[src/isa_pkg.sv]
`default_nettype none

package isa_pkg;

  // Width of a general register index.
  localparam int gpr_idx_size = 5;

  // Decoded instructions of the supported subset.
  typedef enum logic [5:0] {
    // Loads and stores.
    op_ldur,
    op_stur,
    op_ldp,
    op_stp,
    // Moves and PC relative addresses.
    op_movk,
    op_adr,
    op_adrp,
    // Conditional selects.
    op_csel,
    op_csinc,
    op_csinv,
    op_csneg,
    // Integer arithmetic and logic.
    op_add,
    op_adds,
    op_sub,
    op_subs,
    op_orn,
    op_orr,
    op_eor,
    op_and,
    op_ands,
    // Bitfield moves, aliased by the shifts.
    op_ubfm,
    op_sbfm,
    // Branches.
    op_b,
    op_b_cond,
    op_bl,
    op_blr,
    op_br,
    op_cbz,
    op_cbnz,
    op_ret,
    // System.
    op_nop,
    op_hlt,
    // Word that matches no pattern.
    op_err
  } opcode_t;

  // Operation the ALU performs for a micro-op.
  typedef enum logic [3:0] {
    alu_op_plus,
    alu_op_minus,
    alu_op_orn,
    alu_op_or,
    alu_op_eor,
    alu_op_and,
    alu_op_ubfm,
    alu_op_sbfm,
    alu_op_mov,
    alu_op_csel,
    alu_op_csinc,
    alu_op_csinv,
    alu_op_csneg
  } alu_op_t;

  // Functional unit that executes a micro-op.
  typedef enum logic {
    fu_alu,
    fu_ls
  } func_unit_t;

endpackage : isa_pkg

`default_nettype wire
[src/core_pkg.sv]
`default_nettype none

package core_pkg;

  // First fetch address after reset.
  localparam logic [31:0] reset_vector = 32'h0000_0000;

  // Instruction queue depth, a power of two.
  localparam int iq_depth = 4;
  localparam int iq_ptr_w = $clog2(iq_depth);

  // Wishbone master to slave.
  typedef struct packed {
    logic        cyc;
    logic        stb;
    logic        we;
    logic [31:0] adr;
    logic [3:0]  sel;
    logic [31:0] dat;
  } wb_m2s_t;

  // Wishbone slave to master.
  typedef struct packed {
    logic        ack;
    logic [31:0] dat;
  } wb_s2m_t;

  // One fetched word and its address.
  typedef struct packed {
    logic [31:0] pc;
    logic [31:0] insn;
  } fetch_pkt_t;

  // Decoded micro-op handed to the back end.
  typedef struct packed {
    logic [31:0]                      pc;
    isa_pkg::opcode_t                 opcode;
    isa_pkg::alu_op_t                 alu_op;
    isa_pkg::func_unit_t              fu;
    logic [isa_pkg::gpr_idx_size-1:0] src1;
    logic [isa_pkg::gpr_idx_size-1:0] src2;
    logic [isa_pkg::gpr_idx_size-1:0] dst;
    logic [63:0]                      imm;
    logic                             w_enable;
    logic                             set_cc;
    logic                             dmem_read;
    logic                             dmem_write;
  } uop_t;

endpackage : core_pkg

`default_nettype wire

[src/frontend_top.sv]
`timescale 1ns/10ps
`default_nettype none

module frontend_top import core_pkg::*; (
  input  logic    in_clk,
  input  logic    rst_n,
  input  wb_s2m_t wb_in,
  input  logic    uop_ready,
  output wb_m2s_t wb_out,
  output uop_t    uop,
  output logic    uop_valid,
  output logic    halted
);

  fetch_pkt_t push_pkt;
  fetch_pkt_t head_pkt;
  logic       push;
  logic       pop;
  logic       full;
  logic       empty;

  // Bus master, stalls on a full queue or once halted.
  insn_fetch i_fetch (
    .in_clk (in_clk),
    .rst_n  (rst_n),
    .wb_in  (wb_in),
    .full   (full),
    .halted (halted),
    .wb_out (wb_out),
    .push   (push),
    .pkt    (push_pkt)
  );

  insn_queue i_queue (
    .in_clk   (in_clk),
    .rst_n    (rst_n),
    .push     (push),
    .push_pkt (push_pkt),
    .pop      (pop),
    .head_pkt (head_pkt),
    .full     (full),
    .empty    (empty)
  );

  // Decode and hand off to the back end.
  dispatch_stage i_dispatch (
    .in_clk    (in_clk),
    .rst_n     (rst_n),
    .head_pkt  (head_pkt),
    .empty     (empty),
    .uop_ready (uop_ready),
    .pop       (pop),
    .uop       (uop),
    .uop_valid (uop_valid),
    .halted    (halted)
  );

endmodule : frontend_top

`default_nettype wire

[src/dispatch_stage.sv]
`timescale 1ns/10ps
`default_nettype none

module dispatch_stage import isa_pkg::*; import core_pkg::*; (
  input  logic       in_clk,
  input  logic       rst_n,
  input  fetch_pkt_t head_pkt,
  input  logic       empty,
  input  logic       uop_ready,
  output logic       pop,
  output uop_t       uop,
  output logic       uop_valid,
  output logic       halted
);

  uop_t dec_uop;
  logic xfer;
  logic hlt_xfer;

  insn_decode i_decode (
    .insn (head_pkt.insn),
    .pc   (head_pkt.pc),
    .uop  (dec_uop)
  );

  assign xfer     = uop_valid && uop_ready;
  assign hlt_xfer = xfer && (uop.opcode == op_hlt);

  // Refill when empty or draining, but nothing follows a HLT.
  assign pop = !empty && !halted && (!uop_valid || (xfer && !hlt_xfer));

  // Holding register toward the back end.
  always_ff @(posedge in_clk) begin
    if (pop) begin
      uop <= dec_uop;
    end
  end

  always_ff @(posedge in_clk or negedge rst_n) begin
    if (!rst_n) begin
      uop_valid <= 1'b0;
      halted    <= 1'b0;
    end else begin
      if (pop) begin
        uop_valid <= 1'b1;
      end else if (xfer) begin
        uop_valid <= 1'b0;
      end
      // Sticky until reset.
      if (hlt_xfer) begin
        halted <= 1'b1;
      end
    end
  end

endmodule : dispatch_stage

`default_nettype wire

[src/insn_decode.sv]
`timescale 1ns/10ps
`default_nettype none

module insn_decode import isa_pkg::*; import core_pkg::*; (
  input  logic [31:0] insn,
  input  logic [31:0] pc,
  output uop_t        uop
);

  opcode_t                 opcode;
  alu_op_t                 alu_op;
  func_unit_t              fu;
  logic [63:0]             imm;
  logic [gpr_idx_size-1:0] src1;
  logic [gpr_idx_size-1:0] src2;
  logic [gpr_idx_size-1:0] dst;

  // Opcode match. First matching pattern wins.
  always_comb begin
    casez (insn)
      32'b1111_1000_010?_????_????_00??_????_????: opcode = op_ldur;
      32'b1111_1000_000?_????_????_00??_????_????: opcode = op_stur;
      32'b1010_1000_11??_????_????_????_????_????: opcode = op_ldp;
      32'b1010_1001_00??_????_????_????_????_????: opcode = op_stp;
      32'b1111_0010_1???_????_????_????_????_????: opcode = op_movk;
      32'b0??1_0000_????_????_????_????_????_????: opcode = op_adr;
      32'b1??1_0000_????_????_????_????_????_????: opcode = op_adrp;
      32'b1001_1010_100?_????_????_01??_????_????: opcode = op_csinc;
      32'b1101_1010_100?_????_????_00??_????_????: opcode = op_csinv;
      32'b1101_1010_100?_????_????_01??_????_????: opcode = op_csneg;
      32'b1001_1010_100?_????_????_00??_????_????: opcode = op_csel;
      // Immediate add and sub. Bit 22 is the shift flag.
      32'b1001_0001_0???_????_????_????_????_????: opcode = op_add;
      32'b1010_1011_000?_????_????_????_????_????: opcode = op_adds;
      32'b1101_0001_0???_????_????_????_????_????: opcode = op_sub;
      32'b1110_1011_000?_????_????_????_????_????: opcode = op_subs;
      32'b1010_1010_001?_????_????_????_????_????: opcode = op_orn;
      32'b1010_1010_000?_????_????_????_????_????: opcode = op_orr;
      32'b1100_1010_000?_????_????_????_????_????: opcode = op_eor;
      32'b1001_0010_00??_????_????_????_????_????: opcode = op_and;
      32'b1110_1010_000?_????_????_????_????_????: opcode = op_ands;
      32'b1101_0011_01??_????_????_????_????_????: opcode = op_ubfm;
      32'b1001_0011_01??_????_????_????_????_????: opcode = op_sbfm;
      32'b0001_01??_????_????_????_????_????_????: opcode = op_b;
      32'b0101_0100_????_????_????_????_???0_????: opcode = op_b_cond;
      32'b1001_01??_????_????_????_????_????_????: opcode = op_bl;
      32'b1101_0110_0011_1111_0000_00??_???0_0000: opcode = op_blr;
      32'b1101_0110_0001_1111_0000_00??_???0_0000: opcode = op_br;
      32'b1011_0101_????_????_????_????_????_????: opcode = op_cbnz;
      32'b1011_0100_????_????_????_????_????_????: opcode = op_cbz;
      32'b1101_0110_0101_1111_0000_00??_???0_0000: opcode = op_ret;
      32'b1101_0101_0000_0011_0010_0000_0001_1111: opcode = op_nop;
      32'b1101_0100_010?_????_????_????_???0_0000: opcode = op_hlt;
      default:                                     opcode = op_err;
    endcase
  end

  // Zero-extended immediate.
  always_comb begin
    case (opcode)
      op_ldur, op_stur:                imm = {55'd0, insn[20:12]};
      op_add, op_sub, op_ubfm, op_sbfm: imm = {52'd0, insn[21:10]};
      op_movk:                         imm = {48'd0, insn[20:5]};
      // Page offset with the low 12 bits cleared.
      op_adrp: imm = {31'd0, insn[23:5], insn[30:29], 12'h000};
      default: imm = 64'd0;
    endcase
  end

  // Register indices.
  always_comb begin
    // Destination.
    case (opcode)
      op_bl: dst = 5'd30;
      op_b, op_br, op_b_cond, op_blr, op_ret, op_nop, op_hlt,
      op_cbz, op_cbnz, op_stur: dst = '0;
      default: dst = insn[4:0];
    endcase
    // First source. Compare-and-branch tests Rt.
    case (opcode)
      op_cbz, op_cbnz: src1 = insn[4:0];
      op_movk, op_adr, op_adrp, op_b, op_b_cond, op_bl,
      op_nop, op_hlt: src1 = '0;
      default: src1 = insn[9:5];
    endcase
    // Second source. Store data or register operand.
    case (opcode)
      op_stur: src2 = insn[4:0];
      op_adds, op_subs, op_orn, op_orr, op_eor, op_ands,
      op_csel, op_csinc, op_csinv, op_csneg: src2 = insn[20:16];
      default: src2 = '0;
    endcase
  end

  // ALU operation. Address forms use plus.
  always_comb begin
    case (opcode)
      op_sub, op_subs: alu_op = alu_op_minus;
      op_orn:          alu_op = alu_op_orn;
      op_orr:          alu_op = alu_op_or;
      op_eor:          alu_op = alu_op_eor;
      op_and, op_ands: alu_op = alu_op_and;
      op_ubfm:         alu_op = alu_op_ubfm;
      op_sbfm:         alu_op = alu_op_sbfm;
      op_movk:         alu_op = alu_op_mov;
      op_csel:         alu_op = alu_op_csel;
      op_csinc:        alu_op = alu_op_csinc;
      op_csinv:        alu_op = alu_op_csinv;
      op_csneg:        alu_op = alu_op_csneg;
      default:         alu_op = alu_op_plus;
    endcase
  end

  // Memory ops go to the load/store unit.
  assign fu = (opcode inside {op_ldur, op_stur, op_ldp, op_stp}) ? fu_ls : fu_alu;

  // Assemble the micro-op.
  always_comb begin
    uop.pc         = pc;
    uop.opcode     = opcode;
    uop.alu_op     = alu_op;
    uop.fu         = fu;
    uop.src1       = src1;
    uop.src2       = src2;
    uop.dst        = dst;
    uop.imm        = imm;
    // No register result for stores, plain branches and system ops.
    uop.w_enable   = !(opcode inside {op_stur, op_b, op_b_cond, op_ret, op_nop,
                                      op_hlt, op_cbz, op_cbnz, op_br});
    uop.set_cc     = opcode inside {op_adds, op_ands, op_subs};
    uop.dmem_read  = (opcode == op_ldur);
    uop.dmem_write = (opcode == op_stur);
  end

endmodule : insn_decode

`default_nettype wire

[src/insn_queue.sv]
`timescale 1ns/10ps
`default_nettype none

module insn_queue import core_pkg::*; (
  input  logic       in_clk,
  input  logic       rst_n,
  input  logic       push,
  input  fetch_pkt_t push_pkt,
  input  logic       pop,
  output fetch_pkt_t head_pkt,
  output logic       full,
  output logic       empty
);

  fetch_pkt_t          mem [iq_depth];
  logic [iq_ptr_w-1:0] wr_ptr;
  logic [iq_ptr_w-1:0] rd_ptr;
  logic [iq_ptr_w:0]   count;

  // Storage.
  always_ff @(posedge in_clk) begin
    if (push) begin
      mem[wr_ptr] <= push_pkt;
    end
  end

  // Pointers wrap naturally since the depth is a power of two.
  always_ff @(posedge in_clk or negedge rst_n) begin
    if (!rst_n) begin
      wr_ptr <= '0;
      rd_ptr <= '0;
      count  <= '0;
    end else begin
      if (push) begin
        wr_ptr <= wr_ptr + 1'b1;
      end
      if (pop) begin
        rd_ptr <= rd_ptr + 1'b1;
      end
      // Push and pop together keep the count.
      case ({push, pop})
        2'b10:   count <= count + 1'b1;
        2'b01:   count <= count - 1'b1;
        default: count <= count;
      endcase
    end
  end

  // Head is read asynchronously.
  assign head_pkt = mem[rd_ptr];

  assign full  = (count == (iq_ptr_w + 1)'(iq_depth));
  assign empty = (count == '0);

endmodule : insn_queue

`default_nettype wire

[src/insn_fetch.sv]
`timescale 1ns/10ps
`default_nettype none

module insn_fetch import core_pkg::*; (
  input  logic       in_clk,
  input  logic       rst_n,
  input  wb_s2m_t    wb_in,
  input  logic       full,
  input  logic       halted,
  output wb_m2s_t    wb_out,
  output logic       push,
  output fetch_pkt_t pkt
);

  // Bus controller states.
  typedef enum logic {
    st_idle,
    st_busy
  } bus_state_t;

  bus_state_t  state;
  logic [31:0] pc;
  logic        rd_done;

  // A read ends on the cycle the slave acks.
  assign rd_done = (state == st_busy) && wb_in.ack;

  // Idle always lasts at least one cycle, so cyc drops after every ack.
  always_ff @(posedge in_clk or negedge rst_n) begin
    if (!rst_n) begin
      state <= st_idle;
      pc    <= reset_vector;
    end else begin
      case (state)
        st_idle: begin
          // Only open a read when the queue has room for the word.
          if (!full && !halted) begin
            state <= st_busy;
          end
        end
        st_busy: begin
          if (wb_in.ack) begin
            state <= st_idle;
            pc    <= pc + 32'd4;
          end
        end
        default: begin
          state <= st_idle;
        end
      endcase
    end
  end

  // Read-only master, full word lanes.
  always_comb begin
    wb_out.cyc = (state == st_busy);
    wb_out.stb = (state == st_busy);
    wb_out.we  = 1'b0;
    wb_out.adr = pc;
    wb_out.sel = 4'hf;
    wb_out.dat = 32'h0000_0000;
  end

  // The packet is written straight from the ack cycle.
  assign push     = rd_done;
  assign pkt.pc   = pc;
  assign pkt.insn = wb_in.dat;

endmodule : insn_fetch

`default_nettype wire

[config.mk]
export PLATFORM = sky130hd
export DESIGN_NAME = frontend_top
export DESIGN_NICKNAME = d
export VERILOG_FILES = /design/src/isa_pkg.sv /design/src/core_pkg.sv /design/src/frontend_top.sv /design/src/dispatch_stage.sv /design/src/insn_decode.sv /design/src/insn_queue.sv /design/src/insn_fetch.sv
export SDC_FILE = /design/constraint.sdc
export NUM_CORES = 1
export LEC_CHECK = 0
export BUFFER_PORTS_ARGS = -buffer_cell sky130_fd_sc_hd__buf_2
export CAP_MARGIN = 10
export CORE_MARGIN = 8
export CORE_UTILIZATION = 57
export CTS_BUF_LIST = sky130_fd_sc_hd__clkbuf_16
export DETAILED_ROUTE_END_ITERATION = 8
export PLACE_DENSITY = 0.79
export SYNTH_ARGS = -nofsm -noshare
export SYNTH_HDL_FRONTEND = slang
export SYNTH_SLANG_ARGS = --single-unit
[constraint.sdc]
create_clock -name in_clk -period 13.2 [get_ports in_clk]
set_input_delay 1.32 -clock in_clk [delete_from_list [all_inputs] [get_ports in_clk]]
set_output_delay 1.32 -clock in_clk [all_outputs]
set_load 0.01 [all_outputs]
# Yosys cells after proc, flatten, opt, wreduce, memory -nomap -nowiden
# Memory sizes are Yosys's and may differ from the RTL's. A register that Yosys moved wholly into a read port is not among the register bits.
# Cells that the tools add are included.
word_totals:
  rom_bits: 128
  ram_bits: 256
  n_memories: 2
  output_inout_bits: 199
  regBits: 164
  latch_bits: 0
  elab_cells: 134
classes:
  add_sub_neg: 5
  shifts: 0
  eq_ne: 66
  n_bitwise: 1
  reduce_logical: 28
  mux: 14
  n_lt_le_gt_ge: 0
  n_mul: 0
  n_div: 0
mem_list:
  columns: ["name", "depth", "width", "rd", "rd_ports_with_merged_regs", "wr", "line_no", "text"]
  rows:
  - ["i_queue.mem", 4, 64, 1, 0, 1, "insn_queue.sv:15", "fetch_pkt_t mem [iq_depth];"]
  - ["(name not given)", 32, 4, 1, 1, 0, "insn_decode.sv:97", "case (opcode)"]
op_table:
  columns: ["cell", "count"]
  rows:
  - ["6-bit one-hot mux with 32 select lines", 1]
  - ["33-bit one-hot mux with 4 select lines", 1]
  - ["6-bit by 5-bit equality test with 1-bit output (second input constant)", 17]
  - ["27-bit equality test (second input constant)", 3]
  - ["13-bit equality test (second input constant)", 6]
  - ["11-bit equality test (second input constant)", 6]
  - ["10-bit equality test (second input constant)", 5]
  - ["6-bit by 4-bit equality test with 1-bit output (second input constant)", 8]
  - ["32-bit by 3-bit adder with 32-bit output (second input constant)", 1]
  - ["32-bit equality test (second input constant)", 1]
  - ["6-bit by 3-bit equality test with 1-bit output (second input constant)", 5]
  - ["5-bit one-hot mux with 2 select lines", 3]
  - ["9-bit equality test (second input constant)", 3]
  - ["10-bit OR reduction", 2]
  - ["16-bit equality test (second input constant)", 1]
  - ["8-bit equality test (second input constant)", 2]
  - ["6-bit by 2-bit equality test with 1-bit output (second input constant)", 2]
  - ["6-bit equality test (second input constant)", 2]
  - ["9-bit by 8-bit equality test with 1-bit output (second input constant)", 1]
  - ["9-bit nonzero test", 1]
  - ["8-bit OR reduction", 1]
  - ["1-bit logical AND", 7]
  - ["1-bit two-way mux", 7]
  - ["6-bit by 1-bit equality test with 1-bit output (second input constant)", 1]
  - ["other kinds (19)", 27]

# Longest topological paths before layout
# Gate-level depths: netlist (run 1).
logic_depth:
  word_depth: 8
  depth_mapped: 17

# Modules after synthesis
# A second synthesis (run 1) with hierarchy kept.
hier_totals:
  hier_cells: 1112
  hier_area_um2: 18139.9
modules_own_cells:
  columns: ["mod", "area_each_um2", "seq_area_each_um2", "instances", "cells_per_inst"]
  rows:
  - ["insn_queue", 9628.0, 7862.5, 1, 371]
  - ["dispatch_stage", 3888.7, 3833.7, 1, 137]
  - ["insn_decode", 2433.6, 0.0, 1, 377]
  - ["insn_fetch", 2189.6, 775.7, 1, 227]

# Worst setup path before layout (run 1)
# No wires, ideal clock.
synth_timing:
  path_type: "input port to flip-flop"
  start: "in uop_ready"
  end: "reg i_queue.count[2]"
  setup_slack_ns: 2.777
  stages: 8
  setup_ns: 0.079
  arrival_ns: 10.343
  path_buffers: 0
  path_cell_list: "o21ai_0 -> a211oi_1 -> ha_1 -> inv_1 -> fa_1 -> xor2_1 -> nor2_1 -> xor2_1"
synth_via:
  elab_chain_cells: 8
  word_cells_on_any_way: 10
synth_lines:
  columns: ["element", "line_no", "text"]
  rows:
  - ["from (decl)", "frontend_top.sv:8", "input logic uop_ready,"]
  - ["1-bit logical AND (*)", "dispatch_stage.sv:26", "assign xfer = uop_valid && uop_ready;"]
  - ["1-bit logical AND", "dispatch_stage.sv:27", "assign hlt_xfer = xfer && (uop.opcode == op_hlt);"]
  - ["1-bit logical NOT", "dispatch_stage.sv:30", "assign pop = !empty && !halted && (!uop_valid || (xfer && !hlt_xfer));"]
  - ["1-bit logical AND (*)", "dispatch_stage.sv:30", null]
  - ["1-bit logical OR (*)", "dispatch_stage.sv:30", null]
  - ["1-bit logical AND (*)", "dispatch_stage.sv:30", null]
  - ["named net i_dispatch.pop", "dispatch_stage.sv:10", "output logic pop,"]
  - ["2-bit by 1-bit equality test with 1-bit output or 2-bit equality test (tied branches)", "insn_queue.sv:41", "case ({push, pop})"]
  - ["3-bit one-hot mux with 2 select lines or 2-bit nonzero test (tied branches)", null, null]
  - ["to (signal assigned)", "insn_queue.sv:42", "2'b10: count <= count + 1'b1;"]
  - ["to (signal assigned)", "insn_queue.sv:43", "2'b01: count <= count - 1'b1;"]
  - ["to (signal assigned)", "insn_queue.sv:44", "default: count <= count;"]
  - ["to (decl)", "insn_queue.sv:18", "logic [iq_ptr_w:0] count;"]
# Mark *: on every way through the listed nets, which the timed path passes. The rest lies on a longest branch.
# A chain may end at the register's enable or synchronous reset.

==> flow_summary.ini, run 1 <==
[status]
status = complete, no violations

[synth]
async_reset_ff_share_pct = 10.5
yosysSeqAreaShare_pct = 71.3
synth-main-ff-cell = edfxtp_1
synth_seq_cells = 381
synthCells = 917
yosys-top-cells-area = edfxtp_1 65%, mux4_2 8.9%, dfrtp_1 6.3%
yosys_warnings = 0
synth-edff-count = 341
synth.largest_area_cell = edfxtp_1
synth_cell_types = 67
avgSynthCellArea_um2 = 17.2
synth.cell_area_um2 = 15800
synth.top_cell.area_share_pct = 64.9

[timing]
skew_ps = 18.1
fin_tns_setup_ps = 0
fin_crit_sh_pct = 39.9
slew_violations = 0
hold_viol = 0
slew_headroom_pct = 27.1
setup_violations = 0
finalWorstSetupSlack_ps = 7940
whs_ps = 500
tightest_slew_ps = 1090
finalCriticalPeriod_ps = 5260
grt_setup_unrepaired = false
fmax_ghz = 0.190

[critical_path]
cp_top_family = simple AND/OR/NAND/NOR gates
startpoint_type = flop
crit_chain = mux4_2 > or4b_1 > nor4_2 > or4b_1 > and3_1 > o21ai_0 > nor4_1 > inv_1 > ha_1 > or2_2 > nor2_1 > nor4_1 > a22oi_1 > o21ai_1 > a22o_1
r2r_slack_ps = 7940
rr_endpoint = i_dispatch.uop[73]$_DFFE_PP_
r2r_cells = 15
startpoint = i_queue.rd_ptr[0]$_DFFE_PN0P_
endpoint = i_dispatch.uop[73]$_DFFE_PP_
crit_buf_inv = 1
criticalPathCategory = flop to flop
timing.rr.start = i_queue.rd_ptr[0]$_DFFE_PN0P_
worstSetupEndpointType = flop
crit_required_ps = 13590
worstPathArrival_ps = 5650
crit_cells = 15
worst-path-max-fanout = 38
crit_slowest_cell = dfrtp_4
cpPeakStageDelay_ps = 930

[global_routing]
use_met1_pct = 24.9
grt_max_degree = 64
grt_use_total_pct = 19.6
grt_pass1_wl_mm = 50.2
grt_overflow_total = 0
grt_pass1_vias = 8663
antenna_found_initial = 9
use_met3_pct = 5.47
use_met2_pct = 32.4
globalRoute.busiestLayer = met2

[power]
p_sw_share_pct = 19.0
cellInternalPower_mw = 1.95
p_clk_share_pct = 45.0
pwr-share-seq_pct = 54.1
irDropWorstVdd_mv = 0.188
power.density_nw_per_um2 = 134
p_leak_nw = 6.70
p_sw_mw = 0.456
p_comb_share_pct = 0.9

[die]
dieHeight_um = 182
die_width_um = 182
dieArea_um2 = 33200
initial_core_util_pct = 57.2
io_pins = 235
rows = 61
core-area_um2 = 27600

[detailed_routing]
dr.pass1.iters = 5
drt_wl_total_mm = 32.7
vias_per_cell = 5.65
postRouteAntennaNets = 0
wl_per_cell_um = 21.7
vias = 8496
drtIter0Drc = 682
drc = 0

[place]
place_inst = 1431
io_buffers = 162
dp_hpwl_mm = 21.1
gp_congestion = 0.880
place_ws_ps = 7870

[clock_tree]
cts_hold_buf = 0
root_buffer = clkbuf_16
cts_tree = done
cts.clk_slew.worst_paths_ps = 60
cts_resized = 0
htreeDepth = 2
worst_skew_pair.late_latency_ps = 530
clkSinkCount = 381
cts_buffers = 38
cts_setup_buffers = 0
ctsLongestPathBuffers = 3

[hold_path]
hold_path_class = flop to flop
whs_path_depth = 1

[final_layout]
fin_util_pct = 65.3
nNetsFinal = 1144
fillers = 1856
area_delta_synth_final_pct = 14.1
regArea_um2 = 11200
drive_gt1_share_pct = 28.0
multi_input_area_um2 = 4020
finalNonFillerCells = 1505

[job]
maxCapViolCount = 0
[state kept, by name, summed over array words and instances (netlist names)]
| register | count |
|---|---|
| i_dispatch.halted | 1 |
| i_dispatch.uop | 93 |
| i_dispatch.uop_valid | 1 |
| i_fetch.pc | 30 |
| i_fetch.state | 1 |
| i_queue.count | 3 |
| i_queue.mem | 248 |
| i_queue.rd_ptr | 2 |
| i_queue.wr_ptr | 2 |
[logic make-up (layout without fill, tap and decap cells)]
group,Yosys count,in the layout,share of synthesized area (%)
buffers and inverters,129,265,5.03
multiplexers,68,68,9.25
adder cells (fa/ha/maj),14,14,1.16
XOR/XNOR,37,37,2.05
AO/OA/AOI/OAI,93,93,4.38
flip-flops,381,381,71.3
other,2,76,0.0476
AND/OR/NAND/NOR,193,193,6.81
[cells in the mapped netlist (16+ instances only)]
master and n:
buf_4 76, and2_1 21, and3_1 18, nand3_1 23, dfrtp_1 40, mux4_2 62
inv_1 24, xnor2_1 24, clkbuf_1 16, nand2_1 34, nor2_1 32, edfxtp_1 341
[area by class of cell]
type                    instances  area share [%]
inverters                      24           0.501
diodes                          4          0.0556
clock buffers                  38            5.29
repair buffers                172            4.91
flip-flops and latches        381            62.5
well taps                     378            2.63
clock inverters                31            1.77
multi-input cells             477            22.3
[worst min-delay path by stage]
stage | startpoint | endpoint | slack (ps)
5_1_grt | i_queue.count[2]$_DFFE_PN0P_ | i_queue.count[2]$_DFFE_PN0P_ | 530
3_5_place_dp | i_queue.count[2]$_DFFE_PN0P_ | i_queue.count[2]$_DFFE_PN0P_ | 490
4_1_cts | i_queue.count[2]$_DFFE_PN0P_ | i_queue.count[2]$_DFFE_PN0P_ | 500
2_1_floorplan | i_queue.count[2]$_DFFE_PN0P_ | i_queue.count[2]$_DFFE_PN0P_ | 460
3_3_place_gp | i_queue.count[0]$_DFFE_PN0P_ | i_queue.count[0]$_DFFE_PN0P_ | 490
6_report | i_queue.count[2]$_DFFE_PN0P_ | i_queue.count[2]$_DFFE_PN0P_ | 500
[layer usage]
metal	vias to the layer above	share of wire, %
li1	3772	-
met1	4247	40
met2	402	48
met3	65	9.1
met4	10	2.4
met5	-	0.20
[layout by cell type (no fill, tap or decap), types with 4 or more instances in the layout]
cell,synthesis,routed
conb_1,2,72
nor2_1,32,32
nand2b_1,5,5
buf_4,76,9
a22oi_1,12,12
inv_1,24,28
and2_1,21,21
clkinv_2,0,4
and3_1,18,14
clkinv_1,0,12
o21ai_2,10,10
ha_1,13,13
mux2i_1,4,4
xor2_1,13,13
o21ai_0,6,6
buf_2,7,162
and3_2,0,4
diode_2,0,4
edfxtp_1,341,341
a21oi_1,11,11
nor3_1,5,5
nor2b_1,9,9
a21o_1,7,7
a22o_1,10,10
nand3_1,23,23
nand4_1,9,9
xnor2_1,24,24
mux4_2,62,62
nand2_1,34,34
clkbuf_16,0,38
dfrtp_1,40,38
o21ai_1,8,8
or2_2,6,6
bufinv_16,0,6
o2bb2ai_1,5,5
nor4_1,6,6
[power by group through the flow]
stage | clock [mW] | combinational (mW) | sequential (mW)
final | 1.08 | 0.0217 | 1.30
after global routing | 1.16 | 0.0244 | 1.30
after CTS | 1.10 | 0.0208 | 1.30
after detailed placement | 0 | 0.0207 | 1.33
after global placement | 0 | 0.0197 | 1.33
after floorplan | 0 | 0.0248 | 1.33
[through the flow]
| step | cell area (um2) | total power, mW |
|---|---|---|
| floorplan | 16000 | 1.35 |
| global placement | 16700 | 1.35 |
| detailed placement | 16700 | 1.35 |
| CTS | 18000 | 2.42 |
| global route | 18000 | 2.48 |
| finish | 18000 | 2.41 |
No activity file was read; power rests on OpenSTA's default activity.
==> run 2, diff against run 1 <==
--- a/config.mk
+++ b/config.mk
@@ -5,10 +5,11 @@
 export SDC_FILE = /design/constraint.sdc
 export NUM_CORES = 1
 export LEC_CHECK = 0
+export ABC_AREA = 1
 export BUFFER_PORTS_ARGS = -buffer_cell sky130_fd_sc_hd__buf_2
 export CAP_MARGIN = 10
 export CORE_MARGIN = 8
-export CORE_UTILIZATION = 57
+export CORE_UTILIZATION = 58
 export CTS_BUF_LIST = sky130_fd_sc_hd__clkbuf_16
 export DETAILED_ROUTE_END_ITERATION = 8
 export PLACE_DENSITY = 0.79
==> constraint.sdc (replaced) <==
create_clock -name in_clk -period 5.4 [get_ports in_clk]
set_input_delay 0.54 -clock in_clk [delete_from_list [all_inputs] [get_ports in_clk]]
set_output_delay 0.54 -clock in_clk [all_outputs]
set_load 0.01 [all_outputs]
==> run 2 against run 1 <==
Compared with the run above:
- synthesized area increased by 7.2%
- cell count increased by 40%
- routed wire length increased by 22%
- fmax grew 5.9%
- synthesized cell count rose by 67%
- clock skew rose by 13 ps
- flip-flop and latch count unchanged
- count of clock-buffer cells in the layout rose by 1
- via count increased by 35%
- final area increased by 5.2%
- largest cell class unchanged
- largest power group unchanged
- highest routed layer unchanged
==> flow_summary.ini, run 2 <==
[final_layout]
top_register = i_queue.mem
finalNonFillerCells = 2104
layout_common_cells = 405 x nand2_1, 341 x edfxtp_1, 162 x buf_2
nNetsFinal = 1742
drive_gt1_share_pct = 16.9
area_delta_synth_final_pct = 11.9
layout_commonest_cell = nand2_1
largest_reg_flops = 248
largest_registers = i_queue.mem (248), i_dispatch.uop (93), i_fetch.pc (30)

[die]
dieHeight_um = 187
initial_core_util_pct = 58.9
die_width_um = 187
core-area_um2 = 28700
dieArea_um2 = 34900
io_pins = 235
rows = 62

[timing]
slew_headroom_pct = 33.4
fin_crit_sh_pct = 92.1
grt_setup_unrepaired = false
hold_viol = 0
skew_ps = 31.5
fin_tns_setup_ps = 0
setup_violations = 0
slew_violations = 0
finalCriticalPeriod_ps = 4970
fmax_ghz = 0.201
tightest_slew_ps = 999

[global_routing]
grt_use_total_pct = 22.3
grt_pass1_wl_mm = 62.5
grt_pass1_vias = 11400
grt_overflow_total = 0
grt_max_degree = 80
antenna_found_initial = 2

[detailed_routing]
drtIter0Drc = 930
postRouteAntennaNets = 0
drc = 0
vias = 11500
wl_per_cell_um = 19.0
drt_wl_total_mm = 39.9
vias_per_cell = 5.45
dr.pass1.iters = 5

[synth]
yosysSeqAreaShare_pct = 66.5
synth_seq_cells = 381
synth_cell_types = 47
async_reset_ff_share_pct = 10.5
synth-main-ff-cell = edfxtp_1
synth-edff-count = 341
yosys-top-cells-area = edfxtp_1 61%, nand2_1 9.0%, dfrtp_1 5.9%
synthTopCellsByCount = 405 x nand2_1, 341 x edfxtp_1, 156 x nor2_1
avgSynthCellArea_um2 = 11.0
synth.most_common_cell = nand2_1
synth.cell_area_um2 = 16900
yosys_warnings = 0
synthCells = 1533
synth.top_cell.area_share_pct = 60.5
synth.largest_area_cell = edfxtp_1

[power]
pwr-share-seq_pct = 54.4
p_clk_share_pct = 41.0
p_sw_mw = 1.33
power_mw = 6.16
p_leak_nw = 7.91
p_sw_share_pct = 21.6
p_comb_share_pct = 4.7
power.density_nw_per_um2 = 326
irDropWorstVdd_mv = 0.221
cellInternalPower_mw = 4.83

[critical_path]
criticalPathCategory = flop to flop
crit_required_ps = 5660
worstSetupEndpointType = flop
worst-path-max-fanout = 79
startpoint_type = flop
worstPathArrival_ps = 5240

[job]
maxCapViolCount = 0

[place]
dp_hpwl_mm = 26.4
io_buffers = 162
place_inst = 2036
gp_congestion = 0.928

[clock_tree]
cts_tree = done
cts_buffers = 38
worst_skew_pair.late_latency_ps = 540
ctsLongestPathBuffers = 3
clkSinkCount = 381
cts_hold_buf = 0
root_buffer = clkbuf_16
cts_setup_buffers = 0
cts_resized = 0
cts.clk_slew.worst_paths_ps = 60
htreeDepth = 2

[hold_path]
hold_path_class = primary input to async pin

[status]
status = complete, no violations
## run 2: changes by cell type after synthesis, sizes merged, moves of 18 or more
cell / change
and3: -18
o22ai: +35
and2: -19
nor2: +138
inv: +68
o21ai: +52
mux4: -62
nand2: +389
nand3: +115
## run 2: kinds of logic after synthesis
group,Yosys count,synth area share [%]
fa+ha+maj,14,1.08
flops,381,66.5
xor+xnor,28,1.45
simple gates,761,19.3
buf+inv,218,7.26
other cells,2,0.0444
compound gates,129,4.36
## run 2: cell type report
class	instances	area [um2]
antenna	1	2.50
clock buffer	39	976
clock inverter	28	230
fill	2192	9770
inverter	92	352
multi-input combinational	1004	4740
sequential	381	11200
tap	384	480
timing repair buffer	175	908
## run 2: path summary, 6_finish.rpt
| check | start | endpoint | slack [ps] | cells after the start |
|---|---|---|---|---|
| max | i_queue.rd_ptr[0]$_DFFE_PN0P_ | i_dispatch.uop[80]$_DFFE_PP_ | 430 | 20 |
| min | rst_n | i_fetch.pc[2]$_DFFE_PN0P_ | 180 | 1 |
| max reg2reg | i_queue.rd_ptr[0]$_DFFE_PN0P_ | i_dispatch.uop[80]$_DFFE_PP_ | 430 | 20 |
| min reg2reg | i_queue.count[0]$_DFFE_PN0P_ | i_queue.count[0]$_DFFE_PN0P_ | 490 | 1 |
| max in group asynchronous | rst_n | i_queue.rd_ptr[0]$_DFFE_PN0P_ | 4500 | 1 |
| min in group in_clk | wb_in[22] | i_queue.mem[1][22]$_DFFE_PP_ | 230 | 1 |
## run 2: per-layer routing
metal | GRT usage (%) | share of wire, % | up-vias
li1 | - | - | 5396
met1 | 26.6 | 40 | 5496
met2 | 39.1 | 50 | 470
met3 | 5.67 | 7.9 | 100
met4 | 7.24 | 2.9 | 4
met5 | 0 | 0.070 | -
## run 2: stage by stage
step / cell area (um2) / worst slack, ps / util [%] / hold WS [ps]
after global placement: 17700 / 842 / 61.7 / 463
after global routing: 18900 / 12.2 / 66.0 / 217
after CTS: 18900 / 517 / 66.0 / 190
after detailed placement: 17700 / 597 / 61.7 / 486
after floorplan: 17200 / 1390 / - / 244
final: 18900 / 429 / 66.0 / 177
## run 2: power groups by stage
stage	logic [mW]	registers [mW]	clock network, mW
floorplan	0.205	3.41	0
global placement	0.271	3.41	0
detailed placement	0.282	3.41	0
CTS	0.286	3.35	2.57
global route	0.320	3.36	2.68
finish	0.287	3.35	2.53
## run 2: worst max-delay path, stage by stage, from the launching register on
cell and delay, ps:
dfrtp_4 670, clkinv_2 340, buf_4 710, nand2_1 150
nand2_1 100, nand2_1 50, nand2_1 250, nor2_1 80
nand3_1 120, nand3_1 100, a2111oi_0 420, nand3_1 350
inv_1 210, ha_1 340, inv_1 70, nor2_1 220
nand2_4 130, nand2_1 100, nor2_2 60, nand3_1 90
nand2_1 60
==> run 3, diff against run 2 <==
--- a/config.mk
+++ b/config.mk
@@ -10,9 +10,10 @@
 export CAP_MARGIN = 10
 export CORE_MARGIN = 8
 export CORE_UTILIZATION = 58
-export CTS_BUF_LIST = sky130_fd_sc_hd__clkbuf_16
+export CTS_BUF_LIST = sky130_fd_sc_hd__clkbuf_2
 export DETAILED_ROUTE_END_ITERATION = 8
-export PLACE_DENSITY = 0.79
+export PLACE_DENSITY = 0.78
 export SYNTH_ARGS = -nofsm -noshare
 export SYNTH_HDL_FRONTEND = slang
+export SYNTH_HIERARCHICAL = 1
 export SYNTH_SLANG_ARGS = --single-unit
==> run 3 against run 2 <==
Compared with the run above:
- setup slack improved by 30 ps
- sequential share of layout area decreased by 2.4 points
- first-iteration DRC count decreased by 4.0%
- routed wire length increased by 12%
- clock skew increased by 65 ps
- critical endpoint is now i_dispatch/uop[6]$_DFFE_PP_
- die area increased by 19%
- sequential power increased by 11%
==> flow_summary.ini, run 3 <==
[clock_tree]
ctsLongestPathBuffers = 3
cts_hold_buf = 35
cts.clk_slew.worst_paths_ps = 110
cts_tree = done
root_buffer = clkbuf_2
htreeDepth = 3
cts_resized = 0
cts_buffers = 102
worst_skew_pair.late_latency_ps = 990
cts_setup_buffers = 0
clkSinkCount = 422

[final_layout]
layout_commonest_cell = nand2_1
layout_common_cells = 394 x nand2_1, 382 x edfxtp_1, 220 x inv_1
largest_reg_flops = 256
nNetsFinal = 2046
drive_gt1_share_pct = 28.6
area_delta_synth_final_pct = 7.44
finalNonFillerCells = 2534
fillers = 2783
top_register = i_queue/mem
largest_registers = i_queue/mem (256), i_dispatch/uop (126), i_fetch/pc (30)
fin_util_pct = 63.3

[timing]
fmax_ghz = 0.202
skew_ps = 96.7
slew_headroom_pct = 28.4
fin_crit_sh_pct = 91.5
slew_violations = 0
finalCriticalPeriod_ps = 4940
tightest_slew_ps = 1070
hold_viol = 0
fin_tns_setup_ps = 0
setup_violations = 0
grt_setup_unrepaired = false

[die]
dieHeight_um = 204
dieArea_um2 = 41400
core-area_um2 = 34600
rows = 68
initial_core_util_pct = 58.9
io_pins = 235
die_width_um = 204

[detailed_routing]
vias = 13000
postRouteAntennaNets = 0
drt_wl_total_mm = 44.6
drc = 0
vias_per_cell = 5.14
drtIter0Drc = 893
dr.pass1.iters = 9
wl_per_cell_um = 17.6

[status]
status = complete, no violations

[power]
p_clk_share_pct = 35.4
p_sw_share_pct = 23.9
pwr-share-seq_pct = 59.7
p_sw_mw = 1.50
cellInternalPower_mw = 4.76
power.density_nw_per_um2 = 286
p_comb_share_pct = 4.9
irDropWorstVdd_mv = 0.255
p_leak_nw = 9.41

[global_routing]
grt_pass1_vias = 13100
grt_use_total_pct = 21.4
grt_pass1_wl_mm = 69.9
grt_overflow_total = 0
antenna_found_initial = 2
grt_max_degree = 92

[place]
io_buffers = 195
gp_congestion = 0.977
dp_hpwl_mm = 30.6
place_inst = 2312

[critical_path]
crit_buf_inv = 5
worstPathArrival_ps = 5610
cp_top_family = simple AND/OR/NAND/NOR gates
startpoint_type = flop
worst-path-max-fanout = 91
criticalPathCategory = flop to flop
crit_chain = buf_4 > nand2_1 > o211ai_2 > nand2_1 > inv_1 > nor2_1 > nand3_1 > nor2_1 > nand2_1 > nand4_1 > nor4_1 > inv_1 > ha_1 > nor2_1 > inv_1 > nand2_1 > nor2_2 > nor2_4 > inv_2 > nand2_1 > nand3_1
cpPeakStageDelay_ps = 1150
path_common_cell = nand2_1
crit_required_ps = 6070
worstSetupEndpointType = flop
crit_slowest_cell = dfrtp_4

[synth]
synth_seq_cells = 422
avgSynthCellArea_um2 = 11.4
synth.top_cell.area_share_pct = 56.3
synthCells = 1795
synth_cell_types = 45
synth.largest_area_cell = edfxtp_1
yosysSeqAreaShare_pct = 61.2
yosys-top-cells-area = edfxtp_1 56%, nand2_1 7.3%, buf_4 6.6%
async_reset_ff_share_pct = 9.48
synth-edff-count = 382
synth-main-ff-cell = edfxtp_1
synth.most_common_cell = nand2_1
synthTopCellsByCount = 394 x nand2_1, 382 x edfxtp_1, 225 x inv_1
yosys_warnings = 6
synth.cell_area_um2 = 20400

[hold_path]
hold_path_class = primary input to async pin

[job]
maxCapViolCount = 0
-- run 3: cell families after synthesis --
| group | after synthesis | share of synthesized area [%] |
|---|---|---|
| adder cells (fa/ha/maj) | 14 | 0.896 |
| flip-flops | 422 | 61.2 |
| other | 3 | 0.0552 |
| buffers and inverters | 466 | 13.5 |
| AO/OA/AOI/OAI | 163 | 7.86 |
| AND/OR/NAND/NOR | 705 | 15.6 |
| XOR/XNOR | 22 | 0.982 |
-- run 3: power by group through the flow --
stage               logic [mW]  clock network (mW)  registers, mW
finish                   0.306                2.22           3.73
global route             0.344                2.45           3.75
CTS                      0.306                2.31           3.74
detailed placement       0.283                   0           3.81
global placement         0.270                   0           3.80
floorplan                0.270                   0           3.79
-- run 3: path summary, 6_finish.rpt --
check	startpoint	to	slack (ps)	depth (start not counted)
max	i_queue/rd_ptr[0]$_DFFE_PN0P_	i_dispatch/uop[6]$_DFFE_PP_	460	21
min	rst_n	i_fetch/pc[31]$_DFFE_PN0P_	260	2
max reg2reg	i_queue/rd_ptr[0]$_DFFE_PN0P_	i_dispatch/uop[6]$_DFFE_PP_	460	21
min reg2reg	i_queue/count[2]$_DFFE_PN0P_	i_queue/count[2]$_DFFE_PN0P_	530	2
max in group asynchronous	rst_n	i_queue/rd_ptr[1]$_DFFE_PN0P_	4350	2
min in group in_clk	wb_in[23]	i_queue/mem[0][23]$_DFFE_PP_	310	2
-- run 3: area by class of cell --
cell class / instances / area (um2) / share of cell area (%)
flip-flops and latches: 422 / 12500 / 57.0
multi-input cells: 976 / 5440 / 24.8
clock inverters: 18 / 188 / 0.857
well taps: 455 / 569 / 2.60
clock buffers: 167 / 836 / 3.81
inverters: 245 / 927 / 4.23
diodes: 2 / 5.00 / 0.0228
repair buffers: 249 / 1470 / 6.70
-- run 3: per-stage QoR --
stage	hold WS (ps)	total power, mW	cell area (um2)	setup WS [ps]
floorplan	244	4.06	20700	786
global placement	480	4.08	20500	689
detailed placement	510	4.09	20500	566
CTS	147	6.35	21900	469
global route	197	6.55	21900	103
finish	265	6.26	21900	459
-- run 3: layer usage --
layer  global-route usage (%)  wire length (um)  vias to the layer above
li1                         -                 -                     6233
met3                     5.06              3250                       87
met1                     25.2             17400                     6215
met5                        0                13                        -
met4                     8.73              1210                        2
met2                     37.3             22700                      476
